### config.mk
export PLATFORM = sky130hd
export DESIGN_NAME = pcw_io_core
export DESIGN_NICKNAME = d
export VERILOG_FILES = /design/src/pcw_pkg.sv /design/src/pcw_io_decode.sv /design/src/pcw_port_regs.sv /design/src/pcw_page_map.sv /design/src/pcw_int_ctrl.sv /design/src/pcw_io_core.sv
export VERILOG_INCLUDE_DIRS = /design/src
export SDC_FILE = /design/constraint.sdc
export NUM_CORES = 1
export LEC_CHECK = 0
export ABC_CLOCK_PERIOD_IN_PS = 1800
export CORE_AREA = 5 5 95 97
export DETAILED_ROUTE_END_ITERATION = 12
export DIE_AREA = 0 0 100 102
export DONT_BUFFER_PORTS = 1
export PLACE_DENSITY = 0.61
export SYNTH_ARGS = -nofsm -noshare
export SYNTH_HDL_FRONTEND = slang
export SYNTH_SLANG_ARGS = --single-unit
### constraint.sdc
create_clock -name clk_sys -period 1.8 [get_ports clk_sys]
set_input_delay 0.09 -clock clk_sys [delete_from_list [all_inputs] [get_ports clk_sys]]
set_output_delay 0.09 -clock clk_sys [all_outputs]
set_load 0.03 [all_outputs]
### src/pcw_cfg.svh
// Port numbers, register reset values and widths for the PCW I/O block
// Shared by the package and the register stages

`ifndef PCW_CFG_SVH
`define PCW_CFG_SVH

// System I/O ports, low address byte
`define PCW_PORT_BANK0  8'hF0
`define PCW_PORT_BANK1  8'hF1
`define PCW_PORT_BANK2  8'hF2
`define PCW_PORT_BANK3  8'hF3
`define PCW_PORT_LOCK   8'hF4   // CPC read lock, status read with timer clear
`define PCW_PORT_ROLLER 8'hF5
`define PCW_PORT_SCROLL 8'hF6
`define PCW_PORT_VIDEO  8'hF7
`define PCW_PORT_CTRL   8'hF8   // System control write, status read

// Bank n comes out of reset as base plus n
`define PCW_BANK_RST_BASE 8'h80
`define PCW_LOCK_RST      8'hF1
`define PCW_VIDEO_RST     8'h80   // Inverse set, video blanked

// Widths
`define PCW_RAM_ADDR_W 21
`define PCW_MISS_W     4

`endif

### src/pcw_pkg.sv
// Types shared by the PCW I/O block
// Memory size and system command encodings, address and byte types

`include "pcw_cfg.svh"

package pcw_pkg;

    typedef logic [7:0]                   pcw_byte_t;
    typedef logic [15:0]                  cpu_addr_t;
    typedef logic [`PCW_RAM_ADDR_W-1:0]   ram_addr_t;
    typedef logic [`PCW_MISS_W-1:0]       miss_cnt_t;

    // Fitted RAM, selects the bank mask in PCW mode
    typedef enum logic [1:0] {
        MEM_256K = 2'd0,
        MEM_512K = 2'd1,
        MEM_1M   = 2'd2,
        MEM_2M   = 2'd3
    } mem_size_t;

    // Low nibble of a write to the system control port
    typedef enum logic [3:0] {
        CMD_BOOT_END  = 4'd0,
        CMD_DISK_NMI  = 4'd2,
        CMD_DISK_INT  = 4'd3,
        CMD_DISK_OFF  = 4'd4,
        CMD_TC_SET    = 4'd5,
        CMD_TC_CLR    = 4'd6,
        CMD_MOTOR_ON  = 4'd9,
        CMD_MOTOR_OFF = 4'd10,
        CMD_SPK_ON    = 4'd11,
        CMD_SPK_OFF   = 4'd12
    } sys_cmd_t;

endpackage

### src/pcw_io_decode.sv
// I/O port decode for ports F0 to F8
// Write strobes per register and read selects for the status byte

`include "pcw_cfg.svh"

module pcw_io_decode (
    input  pcw_pkg::cpu_addr_t cpu_addr,
    input  logic               io_rd,
    input  logic               io_wr,
    output logic [3:0]         bank_wr,
    output logic               lock_wr,
    output logic               roller_wr,
    output logic               scroll_wr,
    output logic               video_wr,
    output logic               ctrl_wr,
    output logic               status_rd,
    output logic               timer_clr_rd
);
    import pcw_pkg::*;

    pcw_byte_t port_lo;   // Only the low byte selects a system port

    assign port_lo = cpu_addr[7:0];

    // Paging registers, one-hot by quarter
    assign bank_wr[0] = io_wr && (port_lo == `PCW_PORT_BANK0);
    assign bank_wr[1] = io_wr && (port_lo == `PCW_PORT_BANK1);
    assign bank_wr[2] = io_wr && (port_lo == `PCW_PORT_BANK2);
    assign bank_wr[3] = io_wr && (port_lo == `PCW_PORT_BANK3);

    assign lock_wr   = io_wr && (port_lo == `PCW_PORT_LOCK);
    assign roller_wr = io_wr && (port_lo == `PCW_PORT_ROLLER);
    assign scroll_wr = io_wr && (port_lo == `PCW_PORT_SCROLL);
    assign video_wr  = io_wr && (port_lo == `PCW_PORT_VIDEO);
    assign ctrl_wr   = io_wr && (port_lo == `PCW_PORT_CTRL);

    // F8 and F4 both return the status byte
    assign status_rd = io_rd &&
                       ((port_lo == `PCW_PORT_CTRL) || (port_lo == `PCW_PORT_LOCK));

    // Reading F4 also arms the timer clear
    assign timer_clr_rd = io_rd && (port_lo == `PCW_PORT_LOCK);

endmodule

### src/pcw_port_regs.sv
// Bank, CPC lock and video registers
// System control command decoder for port F8

`include "pcw_cfg.svh"

module pcw_port_regs (
    input  logic               clk_sys,
    input  logic               reset,
    input  pcw_pkg::pcw_byte_t cpu_dout,
    input  logic [3:0]         bank_wr,
    input  logic               lock_wr,
    input  logic               roller_wr,
    input  logic               scroll_wr,
    input  logic               video_wr,
    input  logic               ctrl_wr,
    output pcw_pkg::pcw_byte_t bank0,
    output pcw_pkg::pcw_byte_t bank1,
    output pcw_pkg::pcw_byte_t bank2,
    output pcw_pkg::pcw_byte_t bank3,
    output pcw_pkg::pcw_byte_t lock,
    output pcw_pkg::pcw_byte_t roller_ptr,
    output pcw_pkg::pcw_byte_t yscroll,
    output logic               inverse,
    output logic               vid_enable,
    output logic               disk_to_nmi,
    output logic               disk_to_int,
    output logic               disk_int_sel,
    output logic               fdc_tc,
    output logic               motor,
    output logic               speaker_enable
);
    import pcw_pkg::*;

    pcw_byte_t bank_q [4];
    pcw_byte_t video_q;
    sys_cmd_t  cmd;

    assign cmd = sys_cmd_t'(cpu_dout[3:0]);   // Upper nibble ignored

    // Paging and video registers
    always_ff @(posedge clk_sys) begin
        if (reset) begin
            for (int i = 0; i < 4; i++) begin
                bank_q[i] <= pcw_byte_t'(`PCW_BANK_RST_BASE + i);
            end
            lock       <= `PCW_LOCK_RST;
            roller_ptr <= 8'h00;
            yscroll    <= 8'h00;
            video_q    <= `PCW_VIDEO_RST;
        end else begin
            for (int i = 0; i < 4; i++) begin
                if (bank_wr[i]) bank_q[i] <= cpu_dout;
            end
            if (lock_wr)   lock       <= cpu_dout;
            if (roller_wr) roller_ptr <= cpu_dout;
            if (scroll_wr) yscroll    <= cpu_dout;
            if (video_wr)  video_q    <= cpu_dout;
        end
    end

    assign bank0 = bank_q[0];
    assign bank1 = bank_q[1];
    assign bank2 = bank_q[2];
    assign bank3 = bank_q[3];

    assign inverse    = video_q[7];
    assign vid_enable = video_q[6];

    // System control commands
    always_ff @(posedge clk_sys) begin
        if (reset) begin
            disk_to_nmi    <= 1'b0;
            disk_to_int    <= 1'b0;
            disk_int_sel   <= 1'b0;
            fdc_tc         <= 1'b0;
            motor          <= 1'b0;
            speaker_enable <= 1'b0;
        end else begin
            disk_int_sel <= 1'b0;
            if (ctrl_wr) begin
                case (cmd)
                    CMD_DISK_NMI: begin
                        disk_to_nmi <= 1'b1;
                        disk_to_int <= 1'b0;
                    end
                    CMD_DISK_INT: begin
                        disk_to_int  <= 1'b1;
                        disk_to_nmi  <= 1'b0;
                        disk_int_sel <= 1'b1;   // Lets a pending NMI go
                    end
                    CMD_DISK_OFF: begin
                        disk_to_nmi <= 1'b0;
                        disk_to_int <= 1'b0;
                    end
                    CMD_TC_SET:    fdc_tc         <= 1'b1;
                    CMD_TC_CLR:    fdc_tc         <= 1'b0;
                    CMD_MOTOR_ON:  motor          <= 1'b1;
                    CMD_MOTOR_OFF: motor          <= 1'b0;
                    CMD_SPK_ON:    speaker_enable <= 1'b1;
                    CMD_SPK_OFF:   speaker_enable <= 1'b0;
                    default: ;   // Boot end and unused codes
                endcase
            end
        end
    end

endmodule

### src/pcw_page_map.sv
// CPU to RAM address translation
// PCW paged mode with size masking, CPC mode with the read lock

module pcw_page_map (
    input  pcw_pkg::cpu_addr_t cpu_addr,
    input  logic               mem_wr,
    input  pcw_pkg::mem_size_t memory_size,
    input  pcw_pkg::pcw_byte_t bank0,
    input  pcw_pkg::pcw_byte_t bank1,
    input  pcw_pkg::pcw_byte_t bank2,
    input  pcw_pkg::pcw_byte_t bank3,
    input  pcw_pkg::pcw_byte_t lock,
    output pcw_pkg::ram_addr_t ram_addr
);
    import pcw_pkg::*;

    logic [1:0]  quarter;
    logic [13:0] offset;
    pcw_byte_t   bank_sel;
    logic [6:0]  pcw_bank;   // 16K block number, up to 2M
    logic [2:0]  cpc_bank;
    logic        lock_bit;

    assign quarter = cpu_addr[15:14];
    assign offset  = cpu_addr[13:0];

    always_comb begin
        case (quarter)
            2'd0:    bank_sel = bank0;
            2'd1:    bank_sel = bank1;
            2'd2:    bank_sel = bank2;
            default: bank_sel = bank3;
        endcase
    end

    // Drop block bits beyond the fitted memory
    always_comb begin
        case (memory_size)
            MEM_256K: pcw_bank = {3'b000, bank_sel[3:0]};
            MEM_512K: pcw_bank = {2'b00, bank_sel[4:0]};
            MEM_1M:   pcw_bank = {1'b0, bank_sel[5:0]};
            default:  pcw_bank = bank_sel[6:0];
        endcase
    end

    // Lock bits 7..4 belong to quarters 3..0
    assign lock_bit = lock[{1'b1, quarter}];

    // Writes always use the low field, reads only when locked
    assign cpc_bank = (mem_wr || lock_bit) ? bank_sel[2:0] : bank_sel[6:4];

    always_comb begin
        if (bank_sel[7]) begin
            ram_addr = ram_addr_t'({pcw_bank, offset});
        end else begin
            ram_addr = ram_addr_t'({cpc_bank, offset});   // Zero extended
        end
    end

endmodule

### src/pcw_int_ctrl.sv
// Floppy latch, NMI flag, 300 Hz timer miss counter and interrupt lines
// Status byte read mux for ports F8 and F4

module pcw_int_ctrl (
    input  logic               clk_sys,
    input  logic               reset,
    input  logic               fdc_int,
    input  logic               vid_timer,
    input  logic               m1,
    input  logic               io_rd,
    input  logic               io_wr,
    input  logic               status_rd,
    input  logic               timer_clr_rd,
    input  logic               disk_to_nmi,
    input  logic               disk_to_int,
    input  logic               disk_int_sel,
    input  logic               ntsc,
    input  logic               vblank,
    output pcw_pkg::pcw_byte_t io_din,
    output logic               nmi_n,
    output logic               int_n
);
    import pcw_pkg::*;

    logic      fdc_last;
    logic      vid_last;
    logic      m1_last;
    logic      fdc_rise;
    logic      fdc_fall;
    logic      vid_rise;
    logic      m1_fall;
    logic      fdc_latch;
    logic      nmi_flag;
    logic      nmi_line;
    logic      timer_line;
    logic      int_line;
    logic      clr_pending;   // F4 read seen, waiting for next fetch
    miss_cnt_t miss_cnt;
    pcw_byte_t status_byte;

    assign fdc_rise = fdc_int & ~fdc_last;
    assign fdc_fall = ~fdc_int & fdc_last;
    assign vid_rise = vid_timer & ~vid_last;

    // Opcode fetch start, not during an I/O cycle
    assign m1_fall = m1_last & ~m1 & ~io_rd & ~io_wr;

    always_ff @(posedge clk_sys) begin
        if (reset) begin
            fdc_last    <= 1'b0;
            vid_last    <= 1'b0;
            m1_last     <= 1'b0;
            fdc_latch   <= 1'b0;
            nmi_flag    <= 1'b0;
            nmi_line    <= 1'b0;
            timer_line  <= 1'b0;
            int_line    <= 1'b0;
            clr_pending <= 1'b0;
            miss_cnt    <= '0;
        end else begin
            fdc_last <= fdc_int;
            vid_last <= vid_timer;
            m1_last  <= m1;
            nmi_line <= nmi_flag;   // NMI pin lags the flag by a cycle
            int_line <= 1'b0;

            // Floppy interrupt latch and NMI routing
            if (fdc_rise) begin
                fdc_latch <= 1'b1;
                if (disk_to_nmi) nmi_flag <= 1'b1;
            end else if (fdc_fall) begin
                fdc_latch <= 1'b0;
            end
            if (disk_int_sel) nmi_flag <= 1'b0;

            // 300 Hz tick, count missed ticks up to the top
            if (vid_rise) begin
                if (!(&miss_cnt)) miss_cnt <= miss_cnt + 1'b1;
                timer_line <= 1'b1;
                int_line   <= disk_to_int & fdc_latch;
            end

            if (timer_clr_rd) clr_pending <= 1'b1;

            // Deferred clear wins over a tick in the same cycle
            if (clr_pending && m1_fall) begin
                clr_pending <= 1'b0;
                miss_cnt    <= '0;
                timer_line  <= 1'b0;
            end
        end
    end

    assign nmi_n = ~nmi_line;
    assign int_n = nmi_line ? 1'b1 : ~(timer_line | int_line);   // NMI masks INT

    // 0, vblank, floppy latch, not ntsc, miss count
    assign status_byte = {1'b0, vblank, fdc_latch, ~ntsc, miss_cnt};
    assign io_din      = status_rd ? status_byte : 8'hFF;

endmodule

### src/pcw_io_core.sv
// System control I/O block of the PCW core
// Port decode, registers, paging and interrupt stages

module pcw_io_core (
    input  logic               clk_sys,
    input  logic               reset,
    input  pcw_pkg::cpu_addr_t cpu_addr,
    input  pcw_pkg::pcw_byte_t cpu_dout,
    input  logic               io_rd,
    input  logic               io_wr,
    input  logic               mem_wr,
    input  logic               m1,
    input  logic               fdc_int,
    input  logic               vid_timer,
    input  logic               ntsc,
    input  logic               vblank,
    input  pcw_pkg::mem_size_t memory_size,
    output pcw_pkg::ram_addr_t ram_addr,
    output pcw_pkg::pcw_byte_t io_din,
    output logic               nmi_n,
    output logic               int_n,
    output pcw_pkg::pcw_byte_t roller_ptr,
    output pcw_pkg::pcw_byte_t yscroll,
    output logic               inverse,
    output logic               vid_enable,
    output logic               fdc_tc,
    output logic               motor,
    output logic               speaker_enable
);
    import pcw_pkg::*;

    // Decode strobes
    logic [3:0] bank_wr;
    logic       lock_wr;
    logic       roller_wr;
    logic       scroll_wr;
    logic       video_wr;
    logic       ctrl_wr;
    logic       status_rd;
    logic       timer_clr_rd;

    // Register outputs to paging and interrupts
    pcw_byte_t  bank0;
    pcw_byte_t  bank1;
    pcw_byte_t  bank2;
    pcw_byte_t  bank3;
    pcw_byte_t  lock;
    logic       disk_to_nmi;
    logic       disk_to_int;
    logic       disk_int_sel;

    pcw_io_decode u_pcw_io_decode (
        .cpu_addr     (cpu_addr),
        .io_rd        (io_rd),
        .io_wr        (io_wr),
        .bank_wr      (bank_wr),
        .lock_wr      (lock_wr),
        .roller_wr    (roller_wr),
        .scroll_wr    (scroll_wr),
        .video_wr     (video_wr),
        .ctrl_wr      (ctrl_wr),
        .status_rd    (status_rd),
        .timer_clr_rd (timer_clr_rd)
    );

    pcw_port_regs u_pcw_port_regs (
        .clk_sys        (clk_sys),
        .reset          (reset),
        .cpu_dout       (cpu_dout),
        .bank_wr        (bank_wr),
        .lock_wr        (lock_wr),
        .roller_wr      (roller_wr),
        .scroll_wr      (scroll_wr),
        .video_wr       (video_wr),
        .ctrl_wr        (ctrl_wr),
        .bank0          (bank0),
        .bank1          (bank1),
        .bank2          (bank2),
        .bank3          (bank3),
        .lock           (lock),
        .roller_ptr     (roller_ptr),
        .yscroll        (yscroll),
        .inverse        (inverse),
        .vid_enable     (vid_enable),
        .disk_to_nmi    (disk_to_nmi),
        .disk_to_int    (disk_to_int),
        .disk_int_sel   (disk_int_sel),
        .fdc_tc         (fdc_tc),
        .motor          (motor),
        .speaker_enable (speaker_enable)
    );

    pcw_page_map u_pcw_page_map (
        .cpu_addr    (cpu_addr),
        .mem_wr      (mem_wr),
        .memory_size (memory_size),
        .bank0       (bank0),
        .bank1       (bank1),
        .bank2       (bank2),
        .bank3       (bank3),
        .lock        (lock),
        .ram_addr    (ram_addr)
    );

    pcw_int_ctrl u_pcw_int_ctrl (
        .clk_sys      (clk_sys),
        .reset        (reset),
        .fdc_int      (fdc_int),
        .vid_timer    (vid_timer),
        .m1           (m1),
        .io_rd        (io_rd),
        .io_wr        (io_wr),
        .status_rd    (status_rd),
        .timer_clr_rd (timer_clr_rd),
        .disk_to_nmi  (disk_to_nmi),
        .disk_to_int  (disk_to_int),
        .disk_int_sel (disk_int_sel),
        .ntsc         (ntsc),
        .vblank       (vblank),
        .io_din       (io_din),
        .nmi_n        (nmi_n),
        .int_n        (int_n)
    );

endmodule

==> impl_metrics.yaml, run 1 <==
timing:
  drv_slew: 0
  min_period_over_period_pct: 111
  fin_crit_ns: 2.00
  tns_ns: -0.594
  tightestPinTransition_ns: 0.533
  hold_violations: 0
  rsz0062_at_grt: "true"
  finClkSkew_ns: 0.00434
  slew_headroom_pct: 64.3
  max_freq_mhz: 500
  setup_viol: 3
  timing.final.ws_setup_ns: -0.198
floorplanning:
  core.rowCount: 33
  die_w_um: 100
  ios: 88
  start_util_pct: 44.0
  dieHeight_um: 102
  core-area_um2: 8050
  design.die.area_um2: 10200
synthesis:
  muxShareOfSynthArea_pct: 14.5
  yosysSeqAreaShare_pct: 50.3
  async_reset_ff_share_pct: 0
  synth-edff-count: 32
  syn_nets: 335
  synth_compound_area_share_pct: 4.66
  synthAdderAreaFrac_pct: 0.706
  synth-seq-cells: 73
  synth_top_family_by_area: "simple AND/OR/NAND/NOR gates"
  synth_area_um2: 3540
  ys_types: 51
  yosysWarnings: 0
  synth-xor-area-share_pct: 0.988
  synth_simple_gate_area_share_pct: 23.2
  ys.flop_type: "dfxtp_1"
  avgSynthCellArea_um2: 11.9
  syn_inst: 297
grt:
  grt_first_pass_wirelength_mm: 12.4
  grt_remaining_overflow: 0
  antenna_found_initial: 0
  grt_util_all_layers_pct: 16.1
  grt_start_max_net_pins: 32
  grt_pass1_vias: 2217
cells_and_area:
  drive_above_1_share_pct: 18.6
  antennaDiodeCount: 0
  instances_no_fill: 417
  area_growth_pct: 11.4
  multi_input_area_um2: 1590
  finalInstanceArea_um2: 3950
  fin_nets: 345
  register_area_um2: 1780
  fillers: 724
setup_path:
  startpoint_type: "flip-flop"
  arrival_ns: 1.91
  cpPeakStageDelay_ns: 0.53
  endpoint_kind: "output port"
  crit_fanout: 3
  crit_path_top_delay_cell: "mux4_2"
  crit_chain: "mux4_2, nor3_4, mux2_4"
  crit_required_ns: 1.71
  path_class: "reg -> out"
clocking:
  clock_path_buffers: 2
  clk_latency_ns: 0.34
  cts-root-buf: "clkbuf_8"
  cts_made_buffers: 9
  htreeDepth: 3
  clk_transition_reported_paths_ns: 0.07
  cts_sinks: 73
  tritoncts: "yes"
drt:
  viasPerCell: 5.35
  drt_iter0_drc: 103
  wl_per_cell_um: 18.9
  wirelength_mm: 7.86
  vias: 2233
  ant_nets: 0
  first_pass_iters: 4
  drcViolationCount: 0
placement:
  pre_cts_slack_ns: 0.136
  place.gp.congestion: 0.748
  placement.cell_area_um2: 3570
  place_inst: 382
  io_buffers: 0
  dp_hpwl_mm: 5.15
power:
  power.leakage_nw: 1.37
  ir_drop_mv: 0.337
  power_density_nw_per_um2: 804
  p_total_mw: 3.18
outcome:
  status: "complete, but fails checks"
  violations: "setup timing"
flow_run:
  cap_violations: 0
hold_path:
  hp-class: "in -> reg"
sequential cells by signal, indices dropped and copies added, names as in the netlist, 2 cells and up:
signal                      cells
u_pcw_port_regs.lock            4
u_pcw_int_ctrl.miss_cnt         4
u_pcw_port_regs.bank_q         32
u_pcw_port_regs.yscroll         8
u_pcw_port_regs.roller_ptr      8
u_pcw_port_regs.video_q         2
kinds of logic after synthesis:
family          Yosys count
simple gates            122
flops                    73
mux                      37
buf+inv                  35
compound gates           24
xor+xnor                  4
fa+ha+maj                 2
routing by layer:
| layer | track usage, % | part of all wire (%) |
|---|---|---|
| met2 | 24.6 | 46 |
| met1 | 21.2 | 44 |
| met4 | 4.97 | 0.75 |
| met5 | 0 | 0 |
| met3 | 6.14 | 9.1 |
Yosys cell counts (4+ instances only):
master	number	area share (%)
clkbuf_1	8	0.85
nor2_2	8	1.4
nor3_1	6	0.85
or2_2	5	0.88
inv_1	7	0.74
edfxtp_1	32	27
buf_4	16	3.4
a21oi_1	5	0.71
nor2_1	17	1.8
mux4_1	7	5.2
nor2b_1	6	1.1
dfxtp_1	41	23
o21ai_0	5	0.71
nand3_1	4	0.56
mux2i_1	25	7.1
and2_1	26	4.6
nand2_1	15	1.6
nand2b_1	11	1.9
nor4_4	4	2.4
report_power, final:
part	leakage [nW]	switching, mW	internal (mW)
registers	0.640	0.0175	1.77
logic	0.649	0.162	0.123
clock network	0.0811	0.567	0.533
worst max-delay path, delay by kind of cell, from the launching register on:
kind	cells	cell delay (ns)
AND/OR/NAND/NOR	1	0.30
multiplexers	2	0.91
flip-flops	1	0.36
cells in the final DEF, fill, tap and decap left out, drive strengths merged, types with 3 or more instances in the layout:
| master | count |
|---|---|
| nor3 | 9 |
| nor2b | 6 |
| mux4 | 9 |
| dfxtp | 41 |
| xnor2 | 3 |
| buf | 11 |
| edfxtp | 32 |
| mux2 | 3 |
| nand2 | 16 |
| inv | 7 |
| mux2i | 25 |
| nor4 | 7 |
| and2 | 26 |
| o21ai | 5 |
| dlygate4sd3 | 16 |
| nor4b | 3 |
| nand2b | 11 |
| a21oi | 5 |
| nor2 | 25 |
| and3 | 3 |
| o31ai | 3 |
| or2 | 5 |
| nand3 | 4 |
| clkbuf | 13 |
layout make-up:
class / instances / area share [%]
clock inverter: 3 / 0.412
timing repair buffer: 27 / 6.46
sequential: 73 / 45.1
tap: 105 / 3.33
multi-input combinational: 189 / 40.2
clock buffer: 13 / 3.77
inverter: 7 / 0.665
stage by stage:
step | hold WS (ns) | utilization (%)
after floorplan | 0.218 | -
after global placement | 0.166 | 44.3
after detailed placement | 0.169 | 44.3
after CTS | 0.00806 | 48.7
after global routing | 0.0225 | 49.0
final | 0.00629 | 49.0
path summary, 6_finish.rpt:
path | startpoint | to | slack [ns] | cells after the start
worst max register to register | u_pcw_port_regs.yscroll[6] | u_pcw_port_regs.yscroll[6] | 0.47 | 3
worst min register to register | u_pcw_port_regs.disk_int_sel | u_pcw_int_ctrl.nmi_flag | 0.39 | 1
worst min-delay path | cpu_dout[3] | u_pcw_port_regs.motor | 0.006 | 2
worst max-delay path | u_pcw_port_regs.bank_q[3][7] | ram_addr[16] | -0.20 | 3
repair_timing:
action,CTS,global route
gates resized for setup,3,4
buffers inserted,0,2
hold buffers,17,0
endpoints found under the hold margin,67,0
endpoints found under the setup margin,3,4
pin swaps,0,1
Power figures use the tool's default switching activity.
==> inputs of run 2 (changes only) <==
==> constraint.sdc (replaced) <==
create_clock -name clk_sys -period 1.8 [get_ports clk_sys]
set_input_delay 0.09 -clock clk_sys [delete_from_list [all_inputs] [get_ports clk_sys]]
set_output_delay 0.09 -clock clk_sys [all_outputs]
set_load 0.005 [all_outputs]
==> run 2 against run 1 <==
The run still ends with setup timing left. Hold slack better by 0.014 ns. Final cell count down 0.48%. Cell area about the same. Largest power group unchanged. Largest cell class unchanged. Non-clock buffer count down 2. Wire length down 2.5%. Combinational power down 14%.
==> impl_metrics.yaml, run 2 (synthesis results as in run 1) <==
drt:
  ant_nets: 0
  wl_per_cell_um: 18.5
  wirelength_mm: 7.66
  first_pass_iters: 4
  viasPerCell: 5.32
  drcViolationCount: 0
  vias: 2208
  drt_iter0_drc: 100
timing:
  timing.hold.ws_ns: 0.0206
  slew_headroom_pct: 63.6
  hold_violations: 0
  fin_crit_ns: 1.92
  min_period_over_period_pct: 107
  max_freq_mhz: 521
  tns_ns: -0.358
  setup_viol: 3
  finClkSkew_ns: 0.00762
  tightestPinTransition_ns: 0.541
  drv_slew: 0
  rsz0062_at_grt: "true"
  timing.final.ws_setup_ns: -0.119
cells_and_area:
  layout.cells.most_common: "dfxtp_1"
  top_regs: "u_pcw_port_regs.bank_q x32, u_pcw_port_regs.roller_ptr x8, u_pcw_port_regs.yscroll x8"
  fillers: 730
  largest_register: "u_pcw_port_regs.bank_q"
  antennaDiodeCount: 0
  largest_reg_flops: 32
  finalInstanceArea_um2: 3950
  fin_nets: 343
  area_growth_pct: 11.3
  final_cell_mix: "dfxtp_1, edfxtp_1, and2_1"
  drive_above_1_share_pct: 17.4
floorplanning:
  core-area_um2: 8050
  start_util_pct: 44.0
  core.rowCount: 33
  dieHeight_um: 102
  design.die.area_um2: 10200
  die_w_um: 100
  ios: 88
power:
  power_density_nw_per_um2: 810
  ir_drop_mv: 0.424
  power.leakage_nw: 1.37
grt:
  grt_util_all_layers_pct: 15.7
  grt_remaining_overflow: 0
  grt_start_max_net_pins: 32
  grt_first_pass_wirelength_mm: 12.2
  grt_pass1_vias: 2260
  antenna_found_initial: 0
setup_path:
  path_class: "reg -> out"
  startpoint_type: "flip-flop"
  arrival_ns: 1.83
  endpoint_kind: "output port"
  crit_fanout: 3
  crit_required_ns: 1.71
outcome:
  status: "complete, but fails checks"
  violations: "setup timing"
clocking:
  cts-root-buf: "clkbuf_8"
  htreeDepth: 3
  cts_made_buffers: 9
  clk_transition_reported_paths_ns: 0.08
  clock_path_buffers: 2
  clk_latency_ns: 0.34
  cts_sinks: 73
  tritoncts: "yes"
hold_path:
  hp-class: "in -> reg"
placement:
  place.gp.congestion: 0.740
  dp_hpwl_mm: 5.14
  placement.cell_area_um2: 3540
  io_buffers: 0
  pre_cts_slack_ns: 0.203
flow_run:
  cap_violations: 0
-- run 2: changes by cell type in the layout (fill, tap and decap cells not counted), sizes merged --
| cell | before | now |
|---|---|---|
| buf | 11 | 7 |
| clkbuf | 13 | 11 |
| clkinv | 2 | 4 |
| dlygate4sd3 | 16 | 18 |
-- run 2: final cells by class --
class | instances | area, µm² | share of cell area, %
Clock buffer | 11 | 151 | 3.84
Clock inverter | 5 | 30.0 | 0.761
Inverter | 7 | 26.3 | 0.666
Multi-Input combinational cell | 189 | 1580 | 40.0
Sequential cell | 73 | 1780 | 45.2
Tap cell | 105 | 131 | 3.33
Timing Repair Buffer | 25 | 245 | 6.22
-- run 2: worst paths after layout --
| kind | from | end | slack, ns | cells past startpoint |
|---|---|---|---|---|
| max | u_pcw_port_regs.bank_q[2][7] | ram_addr[14] | -0.12 | 3 |
| max reg2reg | u_pcw_int_ctrl.miss_cnt[0] | u_pcw_int_ctrl.miss_cnt[1] | 0.54 | 4 |
| min reg2reg | u_pcw_port_regs.disk_int_sel | u_pcw_int_ctrl.nmi_flag | 0.39 | 1 |
| min | cpu_addr[3] | u_pcw_port_regs.bank_q[2][7] | 0.02 | 2 |
-- run 2: power breakdown --
group | switching (mW) | internal (mW)
combinational | 0.129 | 0.117
clock | 0.593 | 0.569
sequential | 0.0164 | 1.77
-- run 2: metrics by stage --
step                      std cells  utilization (%)  power, mW
after floorplan                 297                -       2.02
after global placement          379             44.0       1.99
after detailed placement        379             44.0       2.00
after CTS                       413             48.7       3.23
after global routing            415             49.0       3.35
final                           415             49.0       3.20
-- run 2: routing by layer --
layer | global-route usage, % | up-vias | wire (µm)
met5 | 0 | - | 0
met4 | 6.22 | 0 | 114
met3 | 5.39 | 10 | 594
met2 | 24.2 | 71 | 3570
met1 | 20.5 | 1056 | 3390
li1 | - | 1071 | -
-- run 2: critical path, stage by stage (launching register included) --
cell and delay, ns:
edfxtp_1 0.37, mux4_2 0.51, nor3_4 0.27, mux2_4 0.33
-- run 2: timing repair --
| action | 4_1_cts | 5_1_grt |
|---|---|---|
| hold buffers | 17 | 2 |
| gates resized for setup | 3 | 0 |
| endpoints found under the setup margin | 3 | 3 |
| pin swaps | 1 | 1 |
| setup buffers | 1 | 0 |
| endpoints found under the hold margin | 67 | 1 |
| cloned | 0 | 0 |
==> inputs of run 3 (changes only) <==
--- a/config.mk
+++ b/config.mk
@@ -6,6 +6,7 @@
 export SDC_FILE = /design/constraint.sdc
 export NUM_CORES = 1
 export LEC_CHECK = 0
+export ABC_AREA = 1
 export ABC_CLOCK_PERIOD_IN_PS = 1800
 export CORE_AREA = 5 5 95 97
 export DETAILED_ROUTE_END_ITERATION = 12
==> run 3 against run 2 <==
Sequential power about the same. Core utilization up 0.57 points. Sequential cell count unchanged. Die area unchanged. Critical path type is now in -> out. Wire length up 12%. Hold slack better by 0.0067 ns. Largest power group unchanged. The run now ends clean. Fmax up 19%. First-iteration DRC count up 16%. Setup slack better by 0.30 ns.
==> impl_metrics.yaml, run 3 <==
timing:
  setup_viol: 0
  slew_headroom_pct: 61.1
  min_period_over_period_pct: 89.8
  drv_slew: 0
  tightestPinTransition_ns: 0.582
  finClkSkew_ns: 0.00543
  rsz0062_at_grt: "false"
  hold_violations: 0
  timing.final.ws_setup_ns: 0.183
  fin_crit_ns: 1.62
  tns_ns: 0
  max_freq_mhz: 618
floorplanning:
  die_w_um: 100
  core-area_um2: 8050
  ios: 88
  dieHeight_um: 102
  start_util_pct: 44.3
  core.rowCount: 33
  design.die.area_um2: 10200
drt:
  viasPerCell: 5.08
  vias: 2842
  wl_per_cell_um: 15.4
  first_pass_iters: 5
  drt_iter0_drc: 116
  wirelength_mm: 8.60
  ant_nets: 0
  drcViolationCount: 0
cells_and_area:
  fin_nets: 487
  drive_above_1_share_pct: 10.1
  finalInstanceArea_um2: 3990
  largest_register: "u_pcw_port_regs.bank_q"
  area_growth_pct: 12.0
  final_cell_mix: "nand2_1, nor2_1, inv_1"
  fillers: 778
  final_core_util_pct: 49.6
  antennaDiodeCount: 0
  top_regs: "u_pcw_port_regs.bank_q x32, u_pcw_port_regs.roller_ptr x8, u_pcw_port_regs.yscroll x8"
  layout.cells.most_common: "nand2_1"
  largest_reg_flops: 32
clocking:
  clk_transition_reported_paths_ns: 0.08
  htreeDepth: 3
  clk_latency_ns: 0.34
  cts_made_buffers: 9
  cts-root-buf: "clkbuf_8"
  tritoncts: "yes"
  cts_sinks: 73
  clock_path_buffers: 2
  cts_setup_buffers: 0
synthesis:
  syn_inst: 441
  muxShareOfSynthArea_pct: 0
  yosysSeqAreaShare_pct: 50.0
  synth_top_cell_area_share_pct: 27.0
  avgSynthCellArea_um2: 8.08
  syn_nets: 479
  synthAdderAreaFrac_pct: 0.702
  synth-edff-count: 32
  synth_compound_area_share_pct: 4.42
  synth-seq-cells: 73
  yosys.cell_count.top_type: "nand2_1"
  yosys-top-cells-area: "edfxtp_1, dfxtp_1, nand2_1, nor2_1, inv_1"
  async_reset_ff_share_pct: 0
  synth_top_family_by_area: "simple AND/OR/NAND/NOR gates"
  synth_area_um2: 3560
  synth-xor-area-share_pct: 0.246
  ys.flop_type: "dfxtp_1"
  yosysWarnings: 0
  synth_common_cells: "nand2_1, nor2_1, inv_1"
  synth_simple_gate_area_share_pct: 33.6
  ys_types: 31
  yosysTopAreaCell: "edfxtp_1"
flow_run:
  cap_violations: 0
setup_path:
  startpoint_type: "input pin"
  cpPeakStageDelay_ns: 0.58
  endpoint_kind: "output port"
  crit_chain: "dlygate4sd3_1, nor2_4, inv_1, nor2_2, nand3_1, nand2_2, nand2_1"
  crit_required_ns: 1.71
  crit_path_top_delay_cell: "dlygate4sd3_1"
  path_class: "in -> out"
  crit_fanout: 8
  arrival_ns: 1.53
grt:
  antenna_found_initial: 0
  grt_util_all_layers_pct: 17.9
  grt_remaining_overflow: 0
  grt_pass1_vias: 2823
  grt_start_max_net_pins: 17
  grt_first_pass_wirelength_mm: 14.0
placement:
  placement.cell_area_um2: 3540
  pre_cts_slack_ns: 0.473
  place.gp.congestion: 0.822
  dp_hpwl_mm: 6.22
  io_buffers: 0
hold_path:
  hp-class: "in -> reg"
outcome:
  status: "finished, final reports clean"
power:
  ir_drop_mv: 0.474
  power.leakage_nw: 1.69
  power_density_nw_per_um2: 911
## run 3: logic make-up (layout without fill, tap and decap cells)
kind of cell / Yosys count / in the layout
XOR/XNOR: 1 / 1
buffers and inverters: 82 / 95
AND/OR/NAND/NOR: 254 / 254
adder cells (fa/ha/maj): 2 / 2
flip-flops: 73 / 73
AO/OA/AOI/OAI: 29 / 29
## run 3: cell type report
cell class	count	area, µm²	area share (%)
clock buffer	12	188	4.70
clock inverter	4	68.8	1.72
inverter	56	210	5.27
multi-input combinational	286	1390	34.9
sequential	73	1780	44.6
tap	105	131	3.29
timing repair buffer	23	220	5.52
## run 3: report_power, final
group          total [mW]  switching (mW)  internal (mW)
combinational       0.263           0.179         0.0843
clock                1.58           0.601          0.981
sequential           1.79          0.0201           1.77
## run 3: what timing repair did
action / 4_1_cts / 5_1_grt
hold buffers: 19 / 0
resized for setup: 0 / 1
setup endpoints to repair: 0 / 8
endpoints found under the hold margin: 30 / 0
## run 3: through the flow
step,instances,hold WS [ns],power (mW)
floorplan,441,0.197,2.03
global placement,524,0.163,2.04
detailed placement,524,0.164,2.05
CTS,559,0.00259,3.67
global route,559,0.00497,3.78
finish,559,0.0273,3.64
## run 3: worst paths after layout
path,depth (start not counted),start,end,slack (ns)
hold reg to reg,2,u_pcw_int_ctrl.nmi_flag,u_pcw_int_ctrl.nmi_line,0.42
setup reg to reg,6,u_pcw_int_ctrl.miss_cnt[0],u_pcw_int_ctrl.miss_cnt[3],0.57
hold / removal,4,cpu_dout[2],u_pcw_port_regs.motor,0.03
setup / recovery,7,cpu_addr[0],io_din[4],0.18
## run 3: layer usage
layer	vias up	GRT usage, %	share of wire, %
li1	1423	-	-
met1	1293	22.0	42
met2	107	29.7	48
met3	19	5.80	8.6
met4	0	6.53	1.8
met5	-	0	0
## run 3: critical path: cells and delay by family
family        cells  cell delay [ns]
buf+inv           2             0.66
simple gates      5             0.78
